## config.mk

```make
export PLATFORM = sky130hd
export DESIGN_NAME = operand_buffer
export DESIGN_NICKNAME = d
export VERILOG_FILES = /design/src/logic/operand_buffer.sv
export VERILOG_INCLUDE_DIRS = /design/src /design/src/logic
export SDC_FILE = /design/constraint.sdc
export NUM_CORES = 2
export LEC_CHECK = 0
export BUFFER_PORTS_ARGS = -buffer_cell sky130_fd_sc_hd__buf_2
export CAP_MARGIN = 10
export CORE_ASPECT_RATIO = 0.5
export CORE_MARGIN = 2
export CORE_UTILIZATION = 55
export DETAILED_ROUTE_END_ITERATION = 12
export PLACE_DENSITY = 0.83
export SYNTH_ARGS = -nofsm -noshare
export SYNTH_HDL_FRONTEND = slang
export SYNTH_SLANG_ARGS = --single-unit
```

## constraint.sdc

```tcl
create_clock -name clk -period 3.89 [get_ports clk]
set_input_delay 0.778 -clock clk [delete_from_list [all_inputs] [get_ports clk]]
set_output_delay 0.778 -clock clk [all_outputs]
set_load 0.03 [all_outputs]
```

## src/logic/mm_accel_cfg.svh

```systemverilog
/*
 * element, array, buffer and accumulator sizing macros
 * shared by the package and every RTL block of the accelerator
 */
`ifndef MM_ACCEL_CFG_SVH
`define MM_ACCEL_CFG_SVH

// signed matrix element width in bits
`define MM_DW 8

// cells per row and per column of the square array
`define MM_SA 4

// operand buffer address width, 64 entries so K up to 64
`define MM_BUF_AW 6

// one buffer entry, also one memory data word
`define MM_ROW_W (`MM_DW * `MM_SA)

// full product width plus headroom for 2**MM_BUF_AW worst-case sums
`define MM_ACC_W (2 * `MM_DW + `MM_BUF_AW)

`endif

```

## src/logic/operand_buffer.sv

```systemverilog
/*
 * operand buffer, one write port and one registered read port
 * each entry is one packed row of four elements
 */
`timescale 1ns/10ps
`include "mm_accel_cfg.svh"

module operand_buffer (
    input  logic                  clk,
    input  logic                  wr_en_i,
    input  logic [`MM_BUF_AW-1:0] wr_addr_i,
    input  logic [`MM_ROW_W-1:0]  wr_data_i,
    input  logic [`MM_BUF_AW-1:0] rd_addr_i,
    output logic [`MM_ROW_W-1:0]  rd_data_o
);

    localparam int DEPTH = 2 ** `MM_BUF_AW;

    // storage array, written by the dma engine only
    logic [`MM_ROW_W-1:0] mem_q [DEPTH];

    // write port
    always_ff @(posedge clk) begin
        if (wr_en_i) begin
            mem_q[wr_addr_i] <= wr_data_i;
        end
    end

    // read port, data one cycle after the address
    // a write and a read of one entry in the same cycle returns the old row
    always_ff @(posedge clk) begin
        rd_data_o <= mem_q[rd_addr_i];
    end

endmodule

```

# Word-level counts from Yosys, hierarchy flattened
# Memory sizes are Yosys's and may differ from the RTL's. A register that Yosys moved wholly into a read port is not among the register bits.
# Cells that the tools add are included.
[op_classes] add_sub_neg=0 n_mul=0 div=0 order_cmp=0 n_eq_ne=0 shifts=0 mux=2 bitwise=0 n_reduce_logical=0
[op_table] op="two-way mux 1 bit" count=2
[totals] ff_bits=0 latchBits=0 ram_bits=2048 rom_bits=0 in_bits=46 mem_count=1
[mem_list] name="mem_q" depth=64 word_bits=32 rd=1 rd_clocked_by_memory_dff=1 wr=1 line="operand_buffer.sv:20" source="logic [`MM_ROW_W-1:0] mem_q [DEPTH];"

# Depth between registers and ports, before layout
[logic_depth] word_depth=2 mapped_depth=10 mapped_depth_nobuf=5

# Worst setup path after synthesis
# No wires, ideal clock.
[synth_timing] kind="input to register" startpoint="input wr_addr_i[3]" endpoint="memory mem_q[48][0] (netlist bit) (enable)" arrival_time_ns=3.477 slack_ns=-0.048 stages=4 path_buffers=1 cell_sequence="clkbuf_1 nor2b_1 nand4b_1 nor3_1"
[synth_lines] element="from (decl)" line="operand_buffer.sv:11" source="input logic [`MM_BUF_AW-1:0] wr_addr_i,"
[synth_lines] element="to (decl)" line="operand_buffer.sv:20"
# No word-level cell before the write port.

==> key figures <==
Run status
  • Status: finished clean

Synthesis
  • Syn_area_per_cell: 23.6 um^2
  • Mapped cell area: 0.0785 mm^2
  • Seq/Total Area, Yosys: 0.791
  • Count leader, synth: edfxtp_1
  • Top cells by count, synth: edfxtp_1 (2048), mux4_2 (544), nor2_1 (137)
  • Post-synth EDFFs: 2048
  • Mapped Nets: approximately 3400
  • Yosys warns: 0
  • Synth Register Bits: approximately 2100
  • Gate count of the mapped netlist: 3324
  • Area leader, netlist: edfxtp_1
  • Synth unique cells: 34
  • Top cells by area, synth: edfxtp_1 (78%), mux4_2 (16%), mux2i_1 (1.2%)
  • Most used DFF post-synth: edfxtp_1
  • Ys async rst share: 0
  • Synth top area share: 0.783

CTS
  • Worst skew pair latency: 820 ps
  • Clk slew on worst S/H paths: 70 ps
  • H-tree depth: 4
  • Hold_buf cts: 0
  • CTS tree: built
  • PostCTS Resize Cnt: 0
  • CTS root buf: clkbuf_16
  • Setup Fix Bufs, Post-CTS: 0
  • Clk sinks: 2080
  • Total CTS buffers: 173
  • Max Buffers Root-to-Sink: 3

Drt
  • DR pass1 iterations: 7
  • DR vias/cell: 7.57
  • Routed Antenna Nets: 0
  • Final wirelength: around 240 mm
  • Routed WL per cell: 43.0 um
  • DR vias: roughly 43000
  • Post-route DRC: 0
  • Initial drt markers: 9474

Finish
  • Sequential cell area: 0.0621 mm^2
  • Filler Cell Count: 8021
  • Area grow syn2layout: 13.0%
  • Share of cells above drive strength 1: 0.307
  • Multi-input logic area: 0.0160 mm^2
  • Final net count: 3666

Worst hold path
  • WHS Endpoint: mem_q[23][16]
  • Worst min-delay path startpoint: wr_data_i[16]
  • Worst Hold Class: in -> reg
  • Hold depth: 1

Placed design
  • Hpwl dp: 117 mm
  • GP Congestion: 0.860
  • Port Buf Inserts: 77

Global routing
  • Gr ovfl total: 0
  • Largest net degree at the start of global routing: 65
  • Gr usage total: 0.334
  • First-pass GRT wire length: 337 mm
  • Vias in the first global route: 42800
  • Antenna violations before repair: 17

Power and ir drop
  • PwrDens: 511 mW/mm^2
  • Total Power: 45.3 mW
  • Lkg Pwr: 27.7 nW
  • Max VDD drop: 470 uV

Critical path
  • WS Path Type: in -> reg
  • Crit start category: input pin
  • Critical path startpoint: rd_addr_i[0]
  • Setup slack, reg-to-reg: 1080 ps
  • Buffer and inverter count on the worst path: 3
  • CP delay by family, top: multiplexers
  • CP Cell Sequence: buf_8 -> buf_12 -> buf_4 -> mux4_2 -> mux4_2 -> o22ai_1 -> nor2_1
  • Crit path arrival time: between 4000 and 5000 ps
  • CP max-delay cell: o22ai_1
  • Reg2Reg Depth: 4
  • Crit-path max cell delay: 920 ps
  • Cell seen most often among critical-path stages: mux4_2
  • Crit Path Max Fanout: 25
  • Req. time, crit path: 4530 ps
  • Worst r2r src: mem_q[19][13]
  • Critical Path End Type: register
  • Critical R2R Capture: rd_data_o[13]

Flow run
  • Max Cap Viol: 0

Floorplanning
  • Total I/O pin count: 78
  • Core area: 0.141 mm^2
  • Placement row count: 97
  • DIE AREA: 0.146 mm^2
  • DIE WIDTH: 538 um
  • Die Y: 271 um
  • Starting Density: 0.558

STA
  • RSZ-0062 raised after global routing: false
  • Setup_tns: 0 ps
  • Fmax: slightly below 300 MHz
  • Worst-Margin Slew: 1290 ps
  • Slew margin rel.: 0.142
  • Period utilization: 0.890
  • Final hold vios: 0
  • Min cycle time layout: approximately 3500 ps
  • Slew Limit Fails: 0
  • # setup viols final: 0
  • Fin Clk Skew: 36.1 ps
==> cell type report <==
type,instances,share of cell area
flip-flops and latches,2080,0.700
clock buffers,224,0.0531
clock inverters,96,0.00869
multi-input cells,1062,0.180
repair buffers,303,0.0311
well taps,1881,0.0265
diodes,9,0.000254
==> stage by stage <==
step	hold slack, ps	std cells	setup WS, ps	instance area [um^2]	utilization
6_report	368	5655	430	88700	0.630
2_1_floorplan	663	3324	460	78500	-
3_3_place_gp	739	5311	52.5	82900	0.589
3_5_place_dp	777	5311	73.2	82900	0.589
4_1_cts	566	5631	858	88400	0.628
5_1_grt	361	5648	433	88700	0.630
==> sequential cells by signal, summed over array words and instances (netlist names) <==
register / cells
rd_data_o: 32
mem_q: 2048
==> cell families (layout without fill, tap and decap cells) <==
| logic type | Yosys count | after routing | share of synthesized area |
|---|---|---|---|
| AND/OR/NAND/NOR | 223 | 223 | 0.0127 |
| multiplexers | 637 | 637 | 0.168 |
| flip-flops | 2080 | 2080 | 0.791 |
| buffers and inverters | 182 | 623 | 0.0113 |
| other | 0 | 9 | 0 |
| AO/OA/AOI/OAI | 202 | 202 | 0.0167 |
==> cell usage in the layout (no fill, tap or decap), types with 40 or more instances in the layout <==
master / synthesis / final
edfxtp_1: 2048 / 2048
mux4_2: 544 / 544
clkbuf_16: 0 / 180
buf_4: 25 / 177
mux2i_1: 93 / 93
o22ai_1: 84 / 84
nor2_1: 137 / 75
buf_2: 57 / 72
a21oi_1: 62 / 62
nor2_4: 0 / 62
buf_12: 0 / 51
clkbuf_1: 74 / 40
==> report_power, final <==
part	total [mW]	switching (mW)	internal, mW
Clock	17.8	8.44	9.32
Combinational	2.65	1.73	0.915
Sequential	24.9	0.121	24.8
Total	45.3	10.3	35.0
==> per-layer routing <==
layer / vias up / track usage / part of all wire
li1: 14800 / - / -
met1: 21400 / 0.427 / 0.30
met2: 5412 / 0.502 / 0.45
met3: 1152 / 0.114 / 0.18
met4: 16 / 0.200 / 0.074
met5: - / 0 / 0.00036
==> worst max path at each step <==
stage               endpoint  slack [ps]  cells after the start
2_1_floorplan   mem_q[39][0]         460                      4
3_3_place_gp   rd_data_o[13]          50                      7
3_5_place_dp   rd_data_o[13]          70                      7
4_1_cts        rd_data_o[13]         860                      7
5_1_grt        rd_data_o[13]         430                      7
6_report       rd_data_o[13]         430                      7
No activity file was read; power rests on OpenSTA's default activity.
