[src/logic/mm_accel_cfg.svh]
/*
 * element, array, buffer and accumulator sizing macros
 * shared by the package and every RTL block of the accelerator
 */
`ifndef MM_ACCEL_CFG_SVH
`define MM_ACCEL_CFG_SVH

// signed matrix element width in bits
`define MM_DW 8

// cells per row and per column of the square array
`define MM_SA 4

// operand buffer address width, 64 entries so K up to 64
`define MM_BUF_AW 6

// one buffer entry, also one memory data word
`define MM_ROW_W (`MM_DW * `MM_SA)

// full product width plus headroom for 2**MM_BUF_AW worst-case sums
`define MM_ACC_W (2 * `MM_DW + `MM_BUF_AW)

`endif

[src/logic/mm_accel_pkg.sv]
/*
 * shared types of the accelerator
 * dma sequencer state, signed element and signed accumulator
 */
`include "mm_accel_cfg.svh"

package mm_accel_pkg;

    // dma sequencer phases
    typedef enum logic [1:0] {
        IDLE    = 2'd0,
        LOAD    = 2'd1,
        WAIT_MM = 2'd2,
        STORE   = 2'd3
    } dma_state_t;

    // one matrix element as unpacked from a byte lane
    typedef logic signed [`MM_DW-1:0] elem_t;

    // per-cell running sum
    typedef logic signed [`MM_ACC_W-1:0] acc_t;

endpackage

[src/logic/mac_cell.sv]
/*
 * signed multiply-accumulate cell of the output-stationary array
 */
`timescale 1ns/10ps
`include "mm_accel_cfg.svh"

module mac_cell (
    input  logic                 clk,
    input  logic                 rst_n,
    input  logic                 clear_i,
    input  logic                 en_i,
    input  mm_accel_pkg::elem_t  a_i,
    input  mm_accel_pkg::elem_t  b_i,
    output mm_accel_pkg::acc_t   acc_o
);

    // full-precision signed product
    logic signed [2*`MM_DW-1:0] prod;

    assign prod = a_i * b_i;

    // clear wins over accumulate
    always_ff @(posedge clk or negedge rst_n) begin
        if (!rst_n) begin
            acc_o <= '0;
        end else if (clear_i) begin
            acc_o <= '0;
        end else if (en_i) begin
            acc_o <= acc_o + mm_accel_pkg::acc_t'(prod);
        end
    end

endmodule

[src/logic/mm_engine.sv]
/*
 * matrix engine, walks both buffers over K entries
 * and feeds the 4x4 array of mac cells, done after the last sum
 */
`timescale 1ns/10ps
`include "mm_accel_cfg.svh"

module mm_engine (
    input  logic                  clk,
    input  logic                  rst_n,
    input  logic                  start_i,
    input  logic [7:0]            mat_width_i,
    input  logic [`MM_ROW_W-1:0]  buf_a_rd_data_i,
    input  logic [`MM_ROW_W-1:0]  buf_b_rd_data_i,
    output logic [`MM_BUF_AW-1:0] buf_a_rd_addr_o,
    output logic [`MM_BUF_AW-1:0] buf_b_rd_addr_o,
    output logic                  done_o,
    output mm_accel_pkg::acc_t    acc_00_o,
    output mm_accel_pkg::acc_t    acc_01_o,
    output mm_accel_pkg::acc_t    acc_02_o,
    output mm_accel_pkg::acc_t    acc_03_o,
    output mm_accel_pkg::acc_t    acc_10_o,
    output mm_accel_pkg::acc_t    acc_11_o,
    output mm_accel_pkg::acc_t    acc_12_o,
    output mm_accel_pkg::acc_t    acc_13_o,
    output mm_accel_pkg::acc_t    acc_20_o,
    output mm_accel_pkg::acc_t    acc_21_o,
    output mm_accel_pkg::acc_t    acc_22_o,
    output mm_accel_pkg::acc_t    acc_23_o,
    output mm_accel_pkg::acc_t    acc_30_o,
    output mm_accel_pkg::acc_t    acc_31_o,
    output mm_accel_pkg::acc_t    acc_32_o,
    output mm_accel_pkg::acc_t    acc_33_o
);

    logic                  run_q;
    logic                  vld_q;
    logic [`MM_BUF_AW-1:0] rd_addr_q;
    logic [`MM_BUF_AW-1:0] k_last_q;
    mm_accel_pkg::elem_t   a_lane [`MM_SA];
    mm_accel_pkg::elem_t   b_lane [`MM_SA];
    mm_accel_pkg::acc_t    acc    [`MM_SA][`MM_SA];

    // read walk over entries 0..K-1, K=64 wraps to last index 63
    always_ff @(posedge clk or negedge rst_n) begin
        if (!rst_n) begin
            run_q     <= 1'b0;
            vld_q     <= 1'b0;
            done_o    <= 1'b0;
            rd_addr_q <= '0;
            k_last_q  <= '0;
        end else begin
            // data valid one cycle behind the address
            vld_q  <= run_q;
            // last accumulate is the cycle where run has already dropped
            done_o <= vld_q && !run_q;
            if (start_i) begin
                run_q     <= 1'b1;
                rd_addr_q <= '0;
                k_last_q  <= `MM_BUF_AW'(mat_width_i - 8'd1);
            end else if (run_q) begin
                rd_addr_q <= rd_addr_q + 1'b1;
                if (rd_addr_q == k_last_q) begin
                    run_q <= 1'b0;
                end
            end
        end
    end

    // both buffers share the entry index
    assign buf_a_rd_addr_o = rd_addr_q;
    assign buf_b_rd_addr_o = rd_addr_q;

    // A lane i is row i, B lane j is column j
    for (genvar i = 0; i < `MM_SA; i++) begin : g_lane
        assign a_lane[i] = buf_a_rd_data_i[i*`MM_DW +: `MM_DW];
        assign b_lane[i] = buf_b_rd_data_i[i*`MM_DW +: `MM_DW];
    end

    for (genvar i = 0; i < `MM_SA; i++) begin : g_row
        for (genvar j = 0; j < `MM_SA; j++) begin : g_col
            mac_cell u_cell (
                .clk     (clk),
                .rst_n   (rst_n),
                .clear_i (start_i),
                .en_i    (vld_q),
                .a_i     (a_lane[i]),
                .b_i     (b_lane[j]),
                .acc_o   (acc[i][j])
            );
        end
    end

    // sums held until the next start
    assign acc_00_o = acc[0][0];
    assign acc_01_o = acc[0][1];
    assign acc_02_o = acc[0][2];
    assign acc_03_o = acc[0][3];
    assign acc_10_o = acc[1][0];
    assign acc_11_o = acc[1][1];
    assign acc_12_o = acc[1][2];
    assign acc_13_o = acc[1][3];
    assign acc_20_o = acc[2][0];
    assign acc_21_o = acc[2][1];
    assign acc_22_o = acc[2][2];
    assign acc_23_o = acc[2][3];
    assign acc_30_o = acc[3][0];
    assign acc_31_o = acc[3][1];
    assign acc_32_o = acc[3][2];
    assign acc_33_o = acc[3][3];

endmodule

[config.mk]
export PLATFORM = sky130hd
export DESIGN_NAME = mm_engine
export DESIGN_NICKNAME = d
export VERILOG_FILES = /design/src/logic/mm_accel_pkg.sv /design/src/logic/mac_cell.sv /design/src/logic/mm_engine.sv
export VERILOG_INCLUDE_DIRS = /design/src /design/src/logic
export SDC_FILE = /design/constraint.sdc
export NUM_CORES = 2
export LEC_CHECK = 0
export BUFFER_PORTS_ARGS = -buffer_cell sky130_fd_sc_hd__clkbuf_2
export CORE_MARGIN = 4
export CORE_UTILIZATION = 34
export CTS_BUF_LIST = sky130_fd_sc_hd__clkbuf_4
export CTS_CLUSTER_DIAMETER = 80
export DETAILED_ROUTE_END_ITERATION = 12
export PLACE_DENSITY = 0.48
export SYNTH_ARGS = -nofsm -noshare
export SYNTH_HDL_FRONTEND = slang
export SYNTH_SLANG_ARGS = --single-unit
[constraint.sdc]
create_clock -name clk -period 4.95 [get_ports clk]
set_clock_uncertainty 0.15 [all_clocks]
set_input_delay 0.495 -clock clk [delete_from_list [all_inputs] [get_ports clk]]
set_output_delay 0.495 -clock clk [all_outputs]
set_load 0.03 [all_outputs]
[Yosys cells after proc, flatten, opt, wreduce, memory -nomap -nowiden]
Index checks and enable logic that the tools add are counted.
Word-level totals
  register bits: 367
Cells by class
  add/sub/neg operators: 18
  multipliers: 16
  eq/ne operators: 1
  mux-type cells: 37
  reductions and logical operators: 4
Operators with widths (number)
  $mux W22: 32
  $add A22 B16 Y22: 16
  $mul A8 B8 Y16: 16
  $mux W6: 2
  $add A6 B1 Y6 const B: 1
  $eq A6 B6 Y1: 1
  $sub A6 B1 Y6 const B: 1
  $reduce_bool A2 Y1: 2
  $mux W1: 3
  $logic_and A1 B1 Y1: 1
  $logic_not A1 Y1: 1

[Logic depth before layout (Yosys ltp)]
  depth in word-level cells: 4
  gate-level depth with buffers: 21

[Modules after synthesis]
A second synthesis with hierarchy kept.
Unflattened totals
  cells, all modules: 7433
  area, all modules: 75751.4 µm²
Modules (own cells, without submodules)
  mac_cell at g_row[1].g_col[0].u_cell ...: instances 9, cells each 456, area each 4680.7 µm², sequential area each 550.5 µm²
  mac_cell at g_row[0].g_col[0].u_cell ...: instances 4, cells each 467, area each 4710.8 µm², sequential area each 550.5 µm²
  mac_cell at g_row[3].g_col[2].u_cell ...: instances 2, cells each 459, area each 4658.2 µm², sequential area each 550.5 µm²
  mac_cell at g_row[3].g_col[1].u_cell: instances 1, cells each 468, area each 4678.2 µm², sequential area each 550.5 µm²
  mm_engine: instances 1, cells each 75, area each 787.0 µm², sequential area each 375.4 µm²

[Worst setup path before layout]
No wires, ideal clock.
  kind: input to register
  start point: in buf_a_rd_data_i[15]
  end point: reg g_row[1].g_col[3].u_cell.acc_o[14]
  arrival: 5792 ps
  path slack: -1114 ps
  stages on the path: 17
  path buffers: 1
  cell sequence: clkbuf_1 -> and2_1 -> inv_1 -> fa_1 -> inv_1 -> fa_1 -> fa_1 -> fa_1 -> fa_1 -> ha_1 -> o21a_1 -> o31a_1 -> o41a_1 -> o21a_1 -> o21a_1 -> or3_1 -> a32o_1
Between the ends
  longest elaborated chain between the ends: 4
RTL lines
  start, declared: RTL line mm_engine.sv:13  | input logic [`MM_ROW_W-1:0] buf_a_rd_data_i,
  $mul A8 B8 Y16: RTL line mac_cell.sv:20  | assign prod = a_i * b_i;
  $add A22 B16 Y22: RTL line mac_cell.sv:29  | acc_o <= acc_o + mm_accel_pkg::acc_t'(prod);
  $mux W22: RTL line mac_cell.sv:28  | end else if (en_i) begin
  $mux W22: RTL line mac_cell.sv:26  | end else if (clear_i) begin
  end signal, assigned: RTL line mac_cell.sv:29
  end, declared: RTL line mac_cell.sv:14  | output mm_accel_pkg::acc_t acc_o
Every way passes these cells. The select of a mux whose other input is x is not followed.
A chain may end at the register's enable or synchronous reset.

[Worst setup path in the final report]
  start point: in buf_b_rd_data_i[0]
  end point: reg g_row[0].g_col[0].u_cell.acc_o[14]
Between the ends
  longest elaborated chain between the ends: 4
RTL lines
  start, declared: RTL line mm_engine.sv:14  | input logic [`MM_ROW_W-1:0] buf_b_rd_data_i,
  $mul A8 B8 Y16: RTL line mac_cell.sv:20
  $add A22 B16 Y22: RTL line mac_cell.sv:29
  $mux W22: RTL line mac_cell.sv:28
  $mux W22: RTL line mac_cell.sv:26
  end signal, assigned: RTL line mac_cell.sv:29
  end, declared: RTL line mac_cell.sv:14
Every way passes these cells. The select of a mux whose other input is x is not followed.

==> key figures <==
Run
  • Maxcap violations: 0

Timing
  • Post-route clock period utilization: 1.03
  • Worst Max-Slew Pin Slew: approximately 1.1 ns
  • Fin. max-slew vios: 0
  • Slew HR: 0.265
  • Setup Viol. Count Final: 15
  • Final hold vios: 0
  • Min setup slack post-route: -0.126 ns
  • Max Clk Rate: 0.197 GHz
  • RSZ-0062 raised after global routing: true
  • Final min period: about 5.1 ns

Drt
  • ANT nets after route: 0
  • Total vias in the final route: approximately 59,000
  • First-pass DRT Iterations: 5
  • Drt total wl: around 250 mm
  • # DRC: 0
  • Vias per cell: ~4.7
  • Wire per inst: approximately 20 um
  • 1st-iter DRT viols: roughly 2,300

Critical path
  • CP Launch Type: primary input
  • Crit Path Class: primary input to flip-flop
  • Max FO, Critical Path: 4
  • Worst Setup End Kind: flip-flop
  • Arrival time worst endpoint: 5.99 ns
  • WP data required: between 5 and 6 ns

Logic synthesis
  • Syn avg cell area: between 9 and 10 um^2
  • FF+latch count, synth: between 300 and 400
  • Synth Warn #: 0
  • Dominant synthesized flop cell: dfrtp_1
  • Post-synth ARST share: 1.00
  • Syn_nets: 10,161
  • Post-synthesis sequential area ratio: 0.121
  • Area leader, netlist: fa_1
  • Ranking of synthesized cells by area: fa_1 (40%), ha_1 (13%), dfrtp_1 (12%)
  • EDFF count, synth: 0
  • Synth unique cells: between 70 and 80
  • Post-synth top area share: 0.404
  • Mapped Cells: 7,748
  • Most frequent cell after synthesis: fa_1
  • Post-Syn Area: around 76,000 um^2
  • Post-synth top cells: fa_1 (1,536), inv_1 (1,513), ha_1 (802)

Place
  • HPWL Detailed: between 200 and 250 mm
  • DP Area: between 90,000 and 100,000 um^2
  • GPL Wtd Cong: ~0.87
  • # port buffers: 437

Clocking
  • Num CTS Buffers: between 100 and 150
  • Clock sinks: around 370
  • Longest Clk Path Bufs: 3
  • Worst-path clk slew: roughly 0.06 ns
  • H-Tree Depth: 4
  • Worst skew pair latency: between 1 and 1.5 ns
  • Root buffer cell: clkbuf_4
  • CTS tree: built

Outcome
  • Outcome: finished, violations left
  • Failing checks: setup timing

Global routing
  • Largest net degree at the start of global routing: between 100 and 150
  • First-pass GRT wire length: between 300 and 400 mm
  • GRT Total Usage: 0.217
  • Initial antenna violation count: 36
  • Vias in the first global route: approximately 65,000
  • Total grt overflow: 0

Die
  • Row count: around 170
  • DIE AREA: 232,000 um^2
  • I/O pin total: 440
  • Initial core utilization: 0.342
  • Placeable core region: about 220,000 um^2
  • Die width: between 400 and 500 um
  • Die height: approximately 480 um

Layout
  • Area Overhead vs Synth: 27.4%
  • Final instance area: approximately 97,000 um^2
  • Layout cell share with drive strength beyond 1: 0.261
  • Nets: 11,810

Min path
  • Hold Crit Class: primary input to flip-flop
cells in the final DEF, fill, tap and decap left out, types with 35 or more instances in the layout:
master	Yosys	final
and2_1	522	490
nand3_1	72	56
dlygate4sd3_1	0	37
fa_2	0	54
dfrtp_1	367	356
o21ai_0	74	63
fa_1	1536	1482
nor2b_1	71	59
buf_12	0	98
o21ai_1	77	63
clkbuf_4	0	192
clkinv_1	0	40
o31a_1	35	35
a21o_1	63	63
inv_2	0	87
a21oi_1	173	149
or3_1	53	52
xor2_1	79	76
buf_4	6	1215
ha_4	0	93
nor3_1	81	72
inv_1	1513	1430
xnor2_1	173	170
clkbuf_2	0	433
nand2_1	568	551
mux2i_1	175	175
o21a_1	116	116
ha_1	802	701
nor2_1	450	443
nand2b_1	39	37
area by class of cell:
class                      instances  area, um^2
multi-input combinational       5571       62800
inverter                        1513        5690
clock buffer                     192        1440
tap                             2975        3720
antenna                           22        55.1
fill                           21879      125000
clock inverter                    53         248
sequential                       367        9200
timing repair buffer            1805       13900
logic make-up (layout without fill, tap and decap cells):
logic type,count (synthesis),count (layout),share of synthesized area
XOR/XNOR,252,252,0.0290
AO/OA/AOI/OAI,845,845,0.0763
adder cells (fa/ha/maj),2338,2338,0.535
other,0,22,0
buffers and inverters,1810,3563,0.0895
multiplexers,176,176,0.0231
AND/OR/NAND/NOR,1960,1960,0.126
flip-flops,367,367,0.121
path summary, 6_finish.rpt:
path	slack, ns	startpoint	to	depth (start not counted)
max	-0.13	buf_b_rd_data_i[0]	g_row[0].g_col[0].u_cell.acc_o[14]	20
max reg2reg	-0.11	g_row[0].g_col[0].u_cell.acc_o[6]	g_row[0].g_col[0].u_cell.acc_o[14]	17
min reg2reg	0.40	g_row[0].g_col[0].u_cell.acc_o[11]	g_row[0].g_col[0].u_cell.acc_o[11]	2
max in group asynchronous	3.45	rst_n	vld_q	5
min in group asynchronous	0.21	rst_n	g_row[2].g_col[0].u_cell.acc_o[18]	4
min	0.17	buf_a_rd_data_i[1]	g_row[0].g_col[2].u_cell.acc_o[1]	7
metrics by stage:
stage	cells	setup TNS [ns]	utilization	hold slack [ns]	setup slack [ns]
detailed placement	12119	-114.06	0.417	0.239	-0.837
global route	12492	-5.72	0.436	0.0565	-0.310
global placement	12119	-108.23	0.417	0.241	-0.818
CTS	12427	-0.980	0.429	0.0104	-0.144
floorplan	7748	-12.45	-	0.0494	-0.471
finish	12498	-0.757	0.436	0.174	-0.126
worst max-delay path, stage by stage:
cell,delay (ns)
dlygate4sd3_1,0.52
clkbuf_2,0.13
buf_12,0.14
buf_12,0.12
and2_4,0.15
inv_2,0.03
fa_1,0.48
inv_1,0.05
fa_1,0.49
fa_1,0.45
fa_1,0.51
fa_1,0.56
ha_4,0.22
o21a_1,0.17
o31a_1,0.11
o31a_1,0.30
o21a_1,0.23
o21a_1,0.21
or3_1,0.35
a32o_1,0.25
per-layer routing:
layer | up-vias | wire length [um] | global-route usage
met5 | - | 90 | 0
met4 | 14 | 10000 | 0.0841
met3 | 326 | 13600 | 0.0439
met2 | 1101 | 116000 | 0.355
met1 | 29978 | 107000 | 0.284
li1 | 27575 | - | -
flip-flops by register name (all words and copies together) (netlist names):
| register | flops |
|---|---|
| vld_q | 1 |
| k_last_q | 6 |
| run_q | 1 |
| g_row.g_col.u_cell.acc_o | 352 |
| buf_a_rd_addr_o | 6 |
| done_o | 1 |
repair_timing:
| item | in CTS | in global routing |
|---|---|---|
| cloned | 0 | 2 |
| resized for setup | 96 | 266 |
| endpoints found under the setup margin | 62 | 135 |
| setup buffers | 25 | 47 |
| hold endpoints to repair | 571 | 0 |
| hold buffers | 38 | 0 |
| pin swaps | 112 | 261 |
Power is left out: the tool's default activity adds up to more than one toggle a clock period on the data nets, which glitch-free logic cannot reach.
