--- src/logic/mm_accel_cfg.svh ---
/*
 * element, array, buffer and accumulator sizing macros
 * shared by the package and every RTL block of the accelerator
 */
`ifndef MM_ACCEL_CFG_SVH
`define MM_ACCEL_CFG_SVH

// signed matrix element width in bits
`define MM_DW 8

// cells per row and per column of the square array
`define MM_SA 4

// operand buffer address width, 64 entries so K up to 64
`define MM_BUF_AW 6

// one buffer entry, also one memory data word
`define MM_ROW_W (`MM_DW * `MM_SA)

// full product width plus headroom for 2**MM_BUF_AW worst-case sums
`define MM_ACC_W (2 * `MM_DW + `MM_BUF_AW)

`endif

--- src/logic/mm_accel_pkg.sv ---
/*
 * shared types of the accelerator
 * dma sequencer state, signed element and signed accumulator
 */
`include "mm_accel_cfg.svh"

package mm_accel_pkg;

    // dma sequencer phases
    typedef enum logic [1:0] {
        IDLE    = 2'd0,
        LOAD    = 2'd1,
        WAIT_MM = 2'd2,
        STORE   = 2'd3
    } dma_state_t;

    // one matrix element as unpacked from a byte lane
    typedef logic signed [`MM_DW-1:0] elem_t;

    // per-cell running sum
    typedef logic signed [`MM_ACC_W-1:0] acc_t;

endpackage

--- src/logic/dma_engine.sv ---
/*
 * dma sequencer of the accelerator
 * interleaved A/B fetch into the buffers, matrix engine handshake,
 * and store of the sixteen C words
 */
`timescale 1ns/10ps
`include "mm_accel_cfg.svh"

module dma_engine (
    input  logic                  clk,
    input  logic                  rst_n,
    input  logic                  start_i,
    input  logic [31:0]           mat_a_addr_i,
    input  logic [31:0]           mat_b_addr_i,
    input  logic [31:0]           mat_c_addr_i,
    input  logic [7:0]            mat_width_i,
    input  logic                  mem_rd_valid_i,
    input  logic [`MM_ROW_W-1:0]  mem_rd_data_i,
    input  logic                  mm_done_i,
    input  mm_accel_pkg::acc_t    acc_00_i,
    input  mm_accel_pkg::acc_t    acc_01_i,
    input  mm_accel_pkg::acc_t    acc_02_i,
    input  mm_accel_pkg::acc_t    acc_03_i,
    input  mm_accel_pkg::acc_t    acc_10_i,
    input  mm_accel_pkg::acc_t    acc_11_i,
    input  mm_accel_pkg::acc_t    acc_12_i,
    input  mm_accel_pkg::acc_t    acc_13_i,
    input  mm_accel_pkg::acc_t    acc_20_i,
    input  mm_accel_pkg::acc_t    acc_21_i,
    input  mm_accel_pkg::acc_t    acc_22_i,
    input  mm_accel_pkg::acc_t    acc_23_i,
    input  mm_accel_pkg::acc_t    acc_30_i,
    input  mm_accel_pkg::acc_t    acc_31_i,
    input  mm_accel_pkg::acc_t    acc_32_i,
    input  mm_accel_pkg::acc_t    acc_33_i,
    output logic                  done_o,
    output logic                  mem_rd_req_o,
    output logic [31:0]           mem_rd_addr_o,
    output logic                  mem_wr_o,
    output logic [31:0]           mem_wr_addr_o,
    output logic [`MM_ROW_W-1:0]  mem_wr_data_o,
    output logic                  buf_a_wr_en_o,
    output logic                  buf_b_wr_en_o,
    output logic [`MM_BUF_AW-1:0] buf_wr_addr_o,
    output logic [`MM_ROW_W-1:0]  buf_wr_data_o,
    output logic                  mm_start_o
);

    // request/response count reaches 2K, K up to 2**MM_BUF_AW
    localparam int CNT_W = `MM_BUF_AW + 2;
    // one index per C element
    localparam int ST_W  = 2 * $clog2(`MM_SA);

    mm_accel_pkg::dma_state_t state_q;

    logic [CNT_W-1:0]     req_cnt_q;
    logic [CNT_W-1:0]     rsp_cnt_q;
    logic [ST_W-1:0]      st_cnt_q;
    logic [31:0]          a_base_q;
    logic [31:0]          b_base_q;
    logic [31:0]          c_base_q;
    logic [`MM_BUF_AW:0]  k_q;
    logic [CNT_W-1:0]     two_k;
    mm_accel_pkg::acc_t   acc_sel;

    assign two_k = {k_q, 1'b0};

    // run parameters, held for the whole run
    always_ff @(posedge clk) begin
        if (state_q == mm_accel_pkg::IDLE && start_i) begin
            a_base_q <= mat_a_addr_i;
            b_base_q <= mat_b_addr_i;
            c_base_q <= mat_c_addr_i;
            k_q      <= mat_width_i[`MM_BUF_AW:0];
        end
    end

    // sequencer and counters
    always_ff @(posedge clk or negedge rst_n) begin
        if (!rst_n) begin
            state_q    <= mm_accel_pkg::IDLE;
            req_cnt_q  <= '0;
            rsp_cnt_q  <= '0;
            st_cnt_q   <= '0;
            mm_start_o <= 1'b0;
            done_o     <= 1'b0;
        end else begin
            mm_start_o <= 1'b0;
            done_o     <= 1'b0;
            case (state_q)
                mm_accel_pkg::IDLE: begin
                    // start outside IDLE falls through here unseen
                    if (start_i) begin
                        state_q   <= mm_accel_pkg::LOAD;
                        req_cnt_q <= '0;
                        rsp_cnt_q <= '0;
                    end
                end
                mm_accel_pkg::LOAD: begin
                    // requests and responses advance independently
                    if (mem_rd_req_o) begin
                        req_cnt_q <= req_cnt_q + 1'b1;
                    end
                    if (mem_rd_valid_i) begin
                        rsp_cnt_q <= rsp_cnt_q + 1'b1;
                    end
                    // last response is being written this cycle
                    if (rsp_cnt_q == two_k) begin
                        state_q    <= mm_accel_pkg::WAIT_MM;
                        mm_start_o <= 1'b1;
                    end
                end
                mm_accel_pkg::WAIT_MM: begin
                    if (mm_done_i) begin
                        state_q  <= mm_accel_pkg::STORE;
                        st_cnt_q <= '0;
                    end
                end
                mm_accel_pkg::STORE: begin
                    st_cnt_q <= st_cnt_q + 1'b1;
                    if (st_cnt_q == '1) begin
                        state_q <= mm_accel_pkg::IDLE;
                        done_o  <= 1'b1;
                    end
                end
                default: begin
                    state_q <= mm_accel_pkg::IDLE;
                end
            endcase
        end
    end

    // read requests, even count to A, odd count to B
    assign mem_rd_req_o  = (state_q == mm_accel_pkg::LOAD) && (req_cnt_q != two_k);
    assign mem_rd_addr_o = (req_cnt_q[0] ? b_base_q : a_base_q)
                         + 32'({req_cnt_q[CNT_W-1:1], 2'b00});

    // in-order responses, so the response count names the target
    always_ff @(posedge clk or negedge rst_n) begin
        if (!rst_n) begin
            buf_a_wr_en_o <= 1'b0;
            buf_b_wr_en_o <= 1'b0;
        end else begin
            buf_a_wr_en_o <= mem_rd_valid_i && !rsp_cnt_q[0];
            buf_b_wr_en_o <= mem_rd_valid_i && rsp_cnt_q[0];
        end
    end

    // registered row and entry index for the buffer write
    always_ff @(posedge clk) begin
        buf_wr_data_o <= mem_rd_data_i;
        buf_wr_addr_o <= rsp_cnt_q[CNT_W-2:1];
    end

    // row-major accumulator pick
    always_comb begin
        case (st_cnt_q)
            4'd0:    acc_sel = acc_00_i;
            4'd1:    acc_sel = acc_01_i;
            4'd2:    acc_sel = acc_02_i;
            4'd3:    acc_sel = acc_03_i;
            4'd4:    acc_sel = acc_10_i;
            4'd5:    acc_sel = acc_11_i;
            4'd6:    acc_sel = acc_12_i;
            4'd7:    acc_sel = acc_13_i;
            4'd8:    acc_sel = acc_20_i;
            4'd9:    acc_sel = acc_21_i;
            4'd10:   acc_sel = acc_22_i;
            4'd11:   acc_sel = acc_23_i;
            4'd12:   acc_sel = acc_30_i;
            4'd13:   acc_sel = acc_31_i;
            4'd14:   acc_sel = acc_32_i;
            default: acc_sel = acc_33_i;
        endcase
    end

    // one C word per STORE cycle, sign-extended to the bus width
    assign mem_wr_o      = (state_q == mm_accel_pkg::STORE);
    assign mem_wr_addr_o = c_base_q + 32'({st_cnt_q, 2'b00});
    assign mem_wr_data_o = {{(`MM_ROW_W - `MM_ACC_W){acc_sel[`MM_ACC_W-1]}}, acc_sel};

endmodule

--- config.mk ---
export PLATFORM = sky130hd
export DESIGN_NAME = dma_engine
export DESIGN_NICKNAME = d
export VERILOG_FILES = /design/src/logic/mm_accel_pkg.sv /design/src/logic/dma_engine.sv
export VERILOG_INCLUDE_DIRS = /design/src /design/src/logic
export SDC_FILE = /design/constraint.sdc
export NUM_CORES = 1
export LEC_CHECK = 0
export ABC_AREA = 1
export BUFFER_PORTS_ARGS = -buffer_cell sky130_fd_sc_hd__buf_2
export CAP_MARGIN = 10
export CORE_AREA = 2 2 248 250
export DETAILED_ROUTE_END_ITERATION = 12
export DIE_AREA = 0 0 250 252
export HOLD_SLACK_MARGIN = 0.03
export MAX_ROUTING_LAYER = met4
export PLACE_DENSITY = 0.41
export SETUP_SLACK_MARGIN = 0.3
export SLEW_MARGIN = 20
export SYNTH_ARGS = -nofsm -noshare
export SYNTH_HDL_FRONTEND = slang
export SYNTH_SLANG_ARGS = --single-unit
--- constraint.sdc ---
create_clock -name clk -period 4.1 [get_ports clk]
set_input_delay 0.615 -clock clk [delete_from_list [all_inputs] [get_ports clk]]
set_output_delay 0.615 -clock clk [all_outputs]
set_load 0.005 [all_outputs]
# Word-level counts from Yosys, hierarchy flattened
# Cells that the tools add are included.
op_classes:
  eq_ne: 26
  n_mux: 18
  n_reduce_logical: 13
  add_sub_neg: 5
op_table:
  columns: ["op", "count"]
  rows:
  - ["$pmux 22 s15", 1]
  - ["$add 32x6->32", 1]
  - ["$add 32x9->32", 1]
  - ["$eq 4x4->1 const B", 8]
  - ["$mux 32", 1]
  - ["$pmux 8 s2", 2]
  - ["$mux 8", 3]
  - ["$add 8x1->8 const B", 2]
  - ["$eq 4x3->1 const B", 4]
  - ["$ne 2x2->1 const B", 5]
  - ["$eq 4x2->1 const B", 2]
  - ["$eq 8x8->1", 1]
  - ["$mux 2", 4]
  - ["$ne 8x8->1", 1]
  - ["$pmux 2 s4", 1]
  - ["$pmux 4 s2", 1]
  - ["$reduce_and 3->1", 2]
  - ["$add 4x1->4 const B", 1]
  - ["$eq 2x2->1 const B", 2]
  - ["$eq 4x1->1 const B", 1]
  - ["$logic_and 1x1->1", 4]
  - ["$logic_not 4->1", 1]
  - ["$mux 1", 4]
  - ["$mux 4", 1]
  - ["7 further kinds", 8]
word_totals:
  input_bits: 493
  wordCells: 76
  ff_bits: 167
  output_inout_bits: 140

# Longest topological paths before layout
# Gate-level depths: netlist of run 1.
depth:
  ltp_word: 4
  depth_mapped: 18
  mapped_depth_nobuf: 16

# Worst setup path after synthesis of run 1
# OpenSTA, ideal clock, no wires.
synth_timing:
  path_type: "reg2reg"
  startpoint: "register state_q[0]"
  endpoint: "register a_base_q[0], enable pin"
  arrival_ns: 2.881
  setup_time_ns: 0.456
  path_slack_ns: 0.763
  path_buffers: 0
  required_ns: 3.644
  synth_period_minus_slack_ns: 3.337
  stages_incl_launch_ff: 5
  path_cell_list: "dfrtp_1 > inv_1 > ha_1 > nand2_1 > inv_1"
synth_between:
  elab_chain_cells: 2
synth_lines:
  columns: ["element", "line", "text"]
  rows:
  - ["start: declaration", "dma_engine.sv:54", "mm_accel_pkg::dma_state_t state_q;"]
  - ["start signal: assignment", "dma_engine.sv:81", "state_q <= mm_accel_pkg::IDLE;"]
  - ["start signal: assignment", "dma_engine.sv:94", "state_q <= mm_accel_pkg::LOAD;"]
  - ["start signal: assignment", "dma_engine.sv:109", "state_q <= mm_accel_pkg::WAIT_MM;"]
  - ["$logic_not 2->1", "dma_engine.sv:70", "if (state_q == mm_accel_pkg::IDLE && start_i) begin"]
  - ["$logic_and 1x1->1", "dma_engine.sv:70", null]
  - ["end signal: assignment", "dma_engine.sv:71", "a_base_q <= mat_a_addr_i;"]
  - ["end: declaration", "dma_engine.sv:59", "logic [31:0] a_base_q;"]
# No other way between the ends.
# A chain may end at the register's enable or synchronous reset.

# Worst setup path in the final report of run 1
layout_timing:
  startpoint: "register st_cnt_q[1]"
  endpoint: "output port mem_wr_data_o[17]"
layout_between:
  elab_chain_cells: 2
layout_lines:
  columns: ["element", "line", "text"]
  rows:
  - ["start: declaration", "dma_engine.sv:58", "logic [ST_W-1:0] st_cnt_q;"]
  - ["start signal: assignment", "dma_engine.sv:120", "st_cnt_q <= st_cnt_q + 1'b1;"]
  - ["$eq 4x4->1 (tied with other cells)", "dma_engine.sv:157", "case (st_cnt_q)"]
  - ["$pmux 22 s15 *", "dma_engine.sv:157", null]
  - ["end: declaration", "dma_engine.sv:41", "output logic [`MM_ROW_W-1:0] mem_wr_data_o,"]
# Mark *: on every way between the ends. The rest lies on a longest branch, timed or not.

==> impl_results.md, run 1 <==
- Status: completed
- Class of the worst hold path: in -> async
- Asr flop ratio synth: 15.6%
- CP Class: reg -> out
- Final Setup Violations: 0
- M1 GR Usage: 19.0%
- Routed wire length: 61.0 mm
- First-pass detailed-route iteration total: 7
- Clock root cell: clkbuf_16
- Dominant cells by area after synthesis: edfxtp_1, nand2_1, nand3_1
- Worst EP arrival: 3.03 ns
- Initial antenna violation count: 41
- Measured slew at the worst slew-check pin: 0.837 ns
- Longest Clk Path Bufs: 2
- Initial cell density of the core: 18.4%
- Syn Std Cell Area: 11,100 sq um
- Commonest non-fill, non-tap cell in the layout: buf_2
- Post-synth EDFFs: 103
- Row cnt: 90
- Vias in the first global route: 12,900
- Static Leak: 7.81 nW
- Clock sinks: 167
- Residual DRC: 0
- Max cap viols: 0
- CP Launch Type: register
- Register area share after synthesis: 40.7%
- FILL cells: 6,809
- CORE AREA: 60,100 sq um
- Max-slew violations: 0
- Post-Synthesis Cells: 1,533
- Worst stage delay on the critical path: 0.45 ns
- Clock latency at the later pin of the worst-skew pair: 0.44 ns
- Final worst path period need: 3.64 ns
- Commonest cells after routing, fill and taps aside: buf_2, nand2_1, nand3_1
- CTS Hold Bufs: 0
- M3 GR Usage: 4.81%
- FMAX: 274 MHz
- Main synth FF type: edfxtp_1
- DP HPWL: 51.1 mm
- H-tree depth: 4
- Die height: 252 um
- Routability cong.: 0.925
- Crit-path cells: inv_1 -> ha_2 -> buf_4 -> buf_4 -> nand3_1 -> nand4_1 -> nor2_1 -> nand3_1 -> buf_2
- Max IR drop VDD: 0.000258 V
- Fin util: 26.4%
- Nets: 2,659
- DIE WIDTH: 250 um
- CTS buffer count: 17
- CP Capture Type: primary output
- FF+latch count, synth: 167
- PD cells: 527 nW/um^2
- Global Route met2 Usage: 34.0%
- CTS tree: done
- Clock Skew: 0.0114 ns
- Crit share post-route: 88.9%
- Wire length of the first global-routing pass: 84.9 mm
- Unrepaired setup endpoints after global routing: false
- Ports: 633
- Tot GR Track Use: 19.1%
- Detailed-route via count: 13,100
- Share of post-route cells with drive strength above 1: 34.6%
- Largest net degree at the start of global routing: 66
- Yosys warns: 0
- Cell taking the most area after synthesis: edfxtp_1
- Most Used Layer, Global Route: met2
- TNS Setup: 0 ns
- Yosys top cell area share: 28.0%
- 1st-iter DRT viols: 793
- Port bufs: 631
- Netlist cell types: 42
- WP data required: 3.48 ns
- Synthesized area per cell: 7.21 sq um
- ANT nets after route: 0
- Congestion Overflow GR: 0
- Worst-path clk slew: 0.08 ns
- Vias per cell: 4.40
- Synth Net Count: 2,050
- CP max FO: 33
- Layout area overhead: 43.4%
- Final Hold Vio Count: 0
- Worst slew margin: 44.2%
- Critical-path top delay cell: buf_4
- Die area: 63,000 sq um
- Routed WL per cell: 20.6 um
==> logic make-up (layout without fill, tap and decap cells) <==
logic type	count (synthesis)	in the layout	synth area share [%]
and+or+nand+nor	935	935	36.9
buffers and inverters	255	877	9.90
DFF	167	167	40.7
AOI/OAI and AO/OA	99	99	5.39
xor gates and xnor gates	53	53	4.20
adders and majority gates	24	24	2.85
other	0	32	0
==> path summary, 6_finish.rpt <==
kind | startpoint | end | slack (ns) | cells past startpoint
setup / recovery | st_cnt_q[1]$_DFFE_PN0P_ | mem_wr_data_o[17] | 0.46 | 9
min in group clk | mem_rd_data_i[25] | buf_wr_data_o[25]$_DFF_P_ | 0.27 | 1
hold reg to reg | rsp_cnt_q[6]$_DFFE_PN0P_ | buf_wr_addr_o[5]$_DFF_P_ | 0.46 | 0
setup reg to reg | state_q[1]$_DFFE_PN0P_ | rsp_cnt_q[4]$_DFFE_PN0P_ | 1.74 | 9
max in group asynchronous | rst_n | st_cnt_q[2]$_DFFE_PN0P_ | 3.42 | 1
hold / removal | rst_n | req_cnt_q[2]$_DFFE_PN0P_ | 0.20 | 1
==> repair_timing <==
action	4_1_cts	5_1_grt
resized for setup	1	12
buffers inserted	0	5
endpoints found under the setup margin	1	28
==> final cells by class <==
| type | instances | area (sq um) | area share (%) |
|---|---|---|---|
| antenna | 32 | 80.1 | 0.505 |
| clock buffer | 19 | 475 | 3.00 |
| clock inverter | 13 | 124 | 0.781 |
| inverter | 178 | 681 | 4.29 |
| multi-input combinational | 1111 | 5520 | 34.8 |
| sequential | 167 | 4510 | 28.4 |
| tap | 782 | 978 | 6.17 |
| timing repair buffer | 667 | 3490 | 22.0 |
==> cell usage after synthesis, types with 17 or more instances <==
library cell,count
nand2_1,464
nand3_1,214
inv_1,169
nor2_1,127
edfxtp_1,103
nand4_1,77
o21ai_0,39
dfxtp_1,38
buf_2,35
xor2_1,35
dfrtp_1,26
nor3_1,24
ha_1,22
a21oi_1,19
xnor2_1,18
buf_4,17
clkbuf_1,17
==> state kept, by name (all words and copies together), names as in the netlist <==
signal	count
a_base_q	32
b_base_q	32
buf_a_wr_en_o	1
buf_b_wr_en_o	1
buf_wr_addr_o	6
buf_wr_data_o	32
c_base_q	32
done_o	1
k_q	7
mm_start_o	1
req_cnt_q	8
rsp_cnt_q	8
st_cnt_q	4
state_q	2
==> worst max-delay path: cells and delay by family (launching register included) <==
kind | cells | cell delay (ns)
buffers and inverters | 4 | 1.02
AND/OR/NAND/NOR | 4 | 0.87
flip-flops | 1 | 0.42
adder cells (fa/ha/maj) | 1 | 0.26
==> through the flow <==
step / area, sq um / hold WS [ns] / power [mW] / std cells / worst slack (ns)
finish: 15900 / 0.199 / 8.35 / 2969 / 0.457
global route: 15800 / 0.230 / 8.96 / 2966 / 0.298
CTS: 15700 / 0.206 / 8.48 / 2932 / 0.337
detailed placement: 15100 / 0.444 / 6.78 / 2900 / 0.717
global placement: 15100 / 0.440 / 6.77 / 2900 / 0.715
floorplan: 11100 / 0.319 / 4.76 / 1533 / 0.763
==> routing by layer <==
metal  share of wire (%)  vias to the layer above
li1                    -                     6329
met1                  36                     6053
met2                  52                      589
met3                 7.4                      106
met4                 5.2                        0
met5                   0                        -
==> where the power goes <==
group | leakage [nW] | internal [mW] | switching (mW) | total [mW]
Sequential | 1.62 | 2.12 | 0.177 | 2.30
Combinational | 5.89 | 1.48 | 2.93 | 4.41
Clock | 0.296 | 0.877 | 0.762 | 1.64
Total | 7.81 | 4.48 | 3.86 | 8.35
(Power assumes the default switching activity.)
==> inputs of run 2 (changes only) <==
==> constraint.sdc (replaced) <==
create_clock -name clk -period 4.1 [get_ports clk]
set_input_delay 0.41 -clock clk [delete_from_list [all_inputs] [get_ports clk]]
set_output_delay 0.41 -clock clk [all_outputs]
set_load 0.005 [all_outputs]
==> run 2 against run 1 <==
Clock-buffer cell count decreased by 1. Maximum frequency rose by 3.8%. Total power decreased by 0.66%. Register-to-register slack about the same. Via count shrank 0.51%. Sequential cell count unchanged. Final area fell by 0.37%. Global-route usage is essentially flat. Critical path type unchanged. Largest power group unchanged.
==> impl_results.md, run 2 (synthesis gave the netlist of run 1 again) <==
- Worst EP arrival: 3.10 ns (+0.07 ns)
- Switch Pwr: 3.89 mW (+0.81%)
- Sw frac: 47.0% (+0.68 points)
- Final worst path period need: 3.51 ns (-0.132 ns)
- Vias in the first global route: 13,200 (+2.5%)
- Residual DRC: 0 (unchanged)
- Wire length of the first global-routing pass: 85.1 mm (+0.24%)
- Fin util: 26.3% (-0.098 points)
- Detailed-route via count: 13,000 (-0.51%)
- Final hold slack: 0.0591 ns (-0.140 ns)
- Worst-path clk slew: 0.08 ns (about the same)
- Die height: 252 um (unchanged)
- Placed instance area: 15,100 sq um (about the same)
- Static Leak: 7.82 nW (+0.15%)
- Final Setup Violations: 0 (unchanged)
- Routed WL per cell: 20.5 um (-0.48%)
- Design Area, Final: 15,800 sq um (-0.37%)
- Class of the worst hold path: in -> reg
- Layout area overhead: 42.8%
- Clk pwr share: 19.8% (+0.2 points)
- Seq pwr share: 27.8% (+0.2 points)
- Initial cell density of the core: 18.4% (unchanged)
- Status: completed
- CORE AREA: 60,100 sq um (unchanged)
- WP data required: 3.69 ns (+0.21 ns)
- Clock latency at the later pin of the worst-skew pair: 0.44 ns (about the same)
- DP HPWL: 51.1 mm (+0.16%)
- Measured slew at the worst slew-check pin: 0.905 ns (+0.0683 ns)
- Initial antenna violation count: 41 (unchanged)
- Setup bufs post-CTS: 0 (unchanged)
- PD cells: 525 nW/um^2 (-0.29%)
- Port bufs: 631 (unchanged)
- CP Class: reg -> out
- CTS buffer count: 17 (unchanged)
- Vias per cell: 4.38 (-0.48%)
- Clock Skew: 0.0100 ns (-0.00142 ns)
- Routability cong.: 0.921 (-0.42%)
- Commonest cells after routing, fill and taps aside: buf_2, nand2_1, nand3_1
- Internal power: 4.40 mW (-1.9%)
- Final Non-Filler Cells: 2,968 (-0.034%)
- Routed wire length: 60.7 mm (-0.51%)
- Combinational group share of total power: 52.4% (-0.4 points)
- ANT nets after route: 0 (unchanged)
- Die area: 63,000 sq um (unchanged)
- Max IR drop VDD: 0.000285 V (+10%)
- Crit share post-route: 85.6% (-3.2 points)
- Nets: 2,662 (+0.11%)
- Ports: 633 (unchanged)
- CP Capture Type: primary output
- Worst setup slack after placement: 0.917 ns (+0.200 ns)
- Tot GR Track Use: 19.1% (about the same)
- Commonest non-fill, non-tap cell in the layout: buf_2
- Unrepaired setup endpoints after global routing: false
- Worst slew margin: 39.6% (-4.6 points)
- Pwr Total: 8.29 mW (-0.66%)
- CTS tree: done
- Max cap viols: 0 (unchanged)
- CP max FO: 14 (-58%)
- Final setup margin: 0.589 ns (+0.132 ns)
- TNS Setup: 0 ns (unchanged)
- DIE WIDTH: 250 um (unchanged)
- Share of post-route cells with drive strength above 1: 34.2% (-0.42 points)
- Congestion Overflow GR: 0 (unchanged)
- Dpl cells: 2,903 (+0.10%)
- Largest net degree at the start of global routing: 54 (-18%)
- First-pass detailed-route iteration total: 5 (-2)
- H-tree depth: 4 (unchanged)
- Longest Clk Path Bufs: 2 (unchanged)
- Max-slew violations: 0 (unchanged)
- FMAX: 285 MHz (+3.8%)
- CP Launch Type: register
- Final Hold Vio Count: 0 (unchanged)
- 1st-iter DRT viols: 730 (-7.9%)
- Row cnt: 90 (unchanged)
- Clock sinks: 167 (unchanged)
- Clock root cell: clkbuf_16
-- run 2: area by class of cell --
| type | count | area [sq um] |
|---|---|---|
| fill | 6802 | 44300 |
| clock inverter | 14 | 151 |
| clock buffer | 18 | 439 |
| antenna | 28 | 70.1 |
| timing repair buffer | 670 | 3480 |
| tap | 782 | 978 |
| sequential | 167 | 4510 |
| inverter | 178 | 671 |
| multi-input combinational | 1111 | 5500 |
-- run 2: power by group through the flow --
stage / clock network, mW / registers (mW) / logic [mW]
floorplan: 0 / 2.30 / 2.46
global placement: 0 / 2.34 / 4.41
detailed placement: 0 / 2.34 / 4.42
CTS: 1.72 / 2.31 / 4.44
global route: 1.78 / 2.34 / 4.80
finish: 1.64 / 2.30 / 4.35
-- run 2: routing by layer --
metal / vias to the layer above / share of wire (%) / track usage [%]
met3: 119 / 7.4 / 4.97
li1: 6313 / - / -
met2: 593 / 51 / 34.5
met5: - / 0 / -
met4: 0 / 6.2 / 11.6
met1: 5985 / 35 / 18.3
-- run 2: timing repair --
item | CTS | global route
gates resized for setup | 0 | 2
endpoints found under the hold margin | 30 | 0
endpoints found under the setup margin | 0 | 12
hold buffers | 5 | 0
-- run 2: path summary, 6_finish.rpt --
check	slack, ns	startpoint	cells after the start	end
setup / recovery	0.59	st_cnt_q[2]$_DFFE_PN0P_	8	mem_wr_data_o[29]
hold / removal	0.06	mem_rd_data_i[18]	1	buf_wr_data_o[18]$_DFF_P_
setup reg to reg	1.73	state_q[1]$_DFFE_PN0P_	9	rsp_cnt_q[4]$_DFFE_PN0P_
hold reg to reg	0.46	rsp_cnt_q[6]$_DFFE_PN0P_	0	buf_wr_addr_o[5]$_DFF_P_
max in group asynchronous	3.11	rst_n	2	req_cnt_q[0]$_DFFE_PN0P_
min in group asynchronous	0.53	rst_n	2	req_cnt_q[1]$_DFFE_PN0P_
-- run 2: worst max-delay path, cell delays in order, from the launching register on --
cell     delay [ns]
dfrtp_1        0.64
inv_1          0.24
nand2_1        0.14
nor2_2         0.72
nand2_1        0.10
nand3_1        0.24
nor2_1         0.08
nand3_1        0.29
buf_2          0.19
==> inputs of run 3 (changes only) <==
==> constraint.sdc (replaced) <==
create_clock -name clk -period 4.1 [get_ports clk]
set_input_delay 0.615 -clock clk [delete_from_list [all_inputs] [get_ports clk]]
set_output_delay 0.615 -clock clk [all_outputs]
set_load 0.01 [all_outputs]
==> run 3 against run 2 <==
Sequential cell count unchanged. Non-clock buffer count decreased by 5. Utilization increased by 0.085 points. Total power increased by 4.3%. Clock skew decreased by 0.0030 ns. Critical path depth increased by 2. Global-route usage increased by 0.30 points. First-iteration DRC count increased by 7.0%.
==> impl_results.md, run 3 (synthesis gave the netlist of run 1 again) <==
- Initial antenna violation count: 42 (+2.4%)
- CTS buffer count: 17 (unchanged)
- CP Capture Type: primary output
- Unrepaired setup endpoints after global routing: true
- Port bufs: 631 (unchanged)
- Critical Path Source: st_cnt_q[1]$_DFFE_PN0P_
- DP HPWL: 51.7 mm (+1.2%)
- Vias in the first global route: 13,100 (-1.3%)
- Largest net degree at the start of global routing: 55 (+1.9%)
- Commonest cells after routing, fill and taps aside: buf_2, nand2_1, nand3_1
- FF/Latch Area: 4510 sq um (about the same)
- Die height: 252 um (unchanged)
- Static Leak: 7.82 nW (about the same)
- Status: completed
- Worst-path clk slew: 0.08 ns (about the same)
- FILL cells: 6,802 (unchanged)
- Routability cong.: 0.912 (-0.96%)
- Routed WL per cell: 20.8 um (+1.7%)
- Crit-path most repeated cell: buf_4
- PD cells: 546 nW/um^2 (+4.0%)
- Final Setup Violations: 0 (unchanged)
- Detailed-route via count: 12,900 (-1.1%)
- Congestion Overflow GR: 0 (unchanged)
- Final Hold Vio Count: 0 (unchanged)
- Wire length of the first global-routing pass: 86.4 mm (+1.5%)
- Max cap viols: 0 (unchanged)
- Routed wire length: 61.8 mm (+1.7%)
- DIE WIDTH: 250 um (unchanged)
- Vias per cell: 4.33 (-1.2%)
- CTS tree: done
- Worst stage delay on the critical path: 0.57 ns (-0.15 ns)
- Commonest non-fill, non-tap cell in the layout: buf_2
- Nets: 2,657 (-0.19%)
- Row cnt: 90 (unchanged)
- Class of the worst hold path: in -> async
- ANT nets after route: 0 (unchanged)
- Max-slew violations: 0 (unchanged)
- FF-to-FF Start: state_q[1]$_DFFE_PN0P_
- Critical-path top delay cell: nor2_2
- CP Launch Type: register
- Final worst path period need: 3.65 ns (+0.141 ns)
- Initial cell density of the core: 18.4% (unchanged)
- Clock latency at the later pin of the worst-skew pair: 0.44 ns (about the same)
- Clock Skew: 0.00701 ns (-0.00301 ns)
- Worst slew margin: 48.3% (+8.7 points)
- H-tree depth: 4 (unchanged)
- Crit-path cells: inv_1 -> ha_2 -> buf_4 -> nand2_1 -> o21ai_0 -> nor2_2 -> buf_4 -> nand4_1 -> nand3_1 -> buf_2
- Fin util: 26.4% (+0.085 points)
- Clock sinks: 167 (unchanged)
- WP data required: 3.48 ns (-0.21 ns)
- Die area: 63,000 sq um (unchanged)
- Max IR drop VDD: 0.000284 V (-0.23%)
- Ports: 633 (unchanged)
- Crit share post-route: 89.1% (+3.4 points)
- 1st-iter DRT viols: 781 (+7.0%)
- Tot GR Track Use: 19.4% (+0.30 points)
- Reg2Reg Depth: 9 (unchanged)
- TNS Setup: 0 ns (unchanged)
- Layout area overhead: 43.3%
- FMAX: 274 MHz (-3.9%)
- Residual DRC: 0 (unchanged)
- Clock root cell: clkbuf_16
- CORE AREA: 60,100 sq um (unchanged)
- Worst EP arrival: 3.04 ns (-0.06 ns)
- CP Class: reg -> out
- Longest Clk Path Bufs: 2 (unchanged)
- Measured slew at the worst slew-check pin: 0.769 ns (-0.136 ns)
- First-pass detailed-route iteration total: 8 (+3)
- Share of post-route cells with drive strength above 1: 34.7% (+0.50 points)
- Area of the multi-input gates: 5560 sq um (+1.0%)
- CP max FO: 20 (+6)
## run 3: cell types whose count changed in the layout (fill, tap and decap cells not counted), moves of 2 or more
cell           delta
clkinv_4          +2
diode_2           +7
dlygate4sd3_1     -5
inv_6             +2
inv_8             -2
nand2_1           -4
nand2_2           +3
nor2_2            -4
nor2_4            +4
nor3_1            -2
nor3_2            +2
## run 3: worst paths after layout
| path | end | slack, ns |
|---|---|---|
| max reg2reg | rsp_cnt_q[4]$_DFFE_PN0P_ | 1.69 |
| min | req_cnt_q[1]$_DFFE_PN0P_ | 0.21 |
| min reg2reg | buf_wr_addr_o[5]$_DFF_P_ | 0.45 |
| max | mem_wr_data_o[16] | 0.45 |
| min in group clk | buf_wr_data_o[31]$_DFF_P_ | 0.27 |
| max in group asynchronous | st_cnt_q[2]$_DFFE_PN0P_ | 3.40 |
## run 3: through the flow
stage | cells | hold slack, ns | cell area (sq um) | total power [mW] | setup slack (ns)
after floorplan | 1533 | 0.319 | 11100 | 5.00 | 0.763
after global placement | 2902 | 0.444 | 15100 | 7.05 | 0.682
after global routing | 2967 | 0.231 | 15800 | 9.25 | 0.295
after CTS | 2934 | 0.206 | 15700 | 8.77 | 0.314
final | 2970 | 0.211 | 15800 | 8.65 | 0.448
after detailed placement | 2902 | 0.446 | 15100 | 7.04 | 0.643
## run 3: power by group
group	internal [mW]	leakage, nW	total (mW)	switching, mW
combinational	1.48	5.89	4.68	3.20
sequential	2.12	1.62	2.30	0.179
clock	0.877	0.298	1.67	0.792
## run 3: layout make-up
type	count	share of cell area [%]
Multi-Input combinational cell	1111	35.1
Sequential cell	167	28.4
Timing Repair Buffer	665	21.7
Tap cell	782	6.17
Inverter	178	4.25
Clock buffer	17	2.68
Clock inverter	15	1.14
Antenna cell	35	0.553
## run 3: per-layer routing
metal | global-route usage [%] | up-vias | part of all wire (%)
met5 | - | - | 0
met3 | 4.86 | 98 | 7.0
li1 | - | 6315 | -
met2 | 35.4 | 576 | 52
met4 | 9.92 | 0 | 5.0
met1 | 19.2 | 5873 | 36
## run 3: timing repair
item                       4_1_cts  5_1_grt
setup endpoints to repair       15       31
cloned                           0        0
gates resized for setup          4       16
hold buffers                     0        0
hold endpoints to repair         0        0
setup buffers                    0        1
## run 3: worst max-delay path: cells and delay by family (launching register included)
family	cells	cell delay, ns
compound gates	1	0.09
fa+ha+maj	1	0.24
buf+inv	4	0.86
flops	1	0.42
simple gates	4	0.96
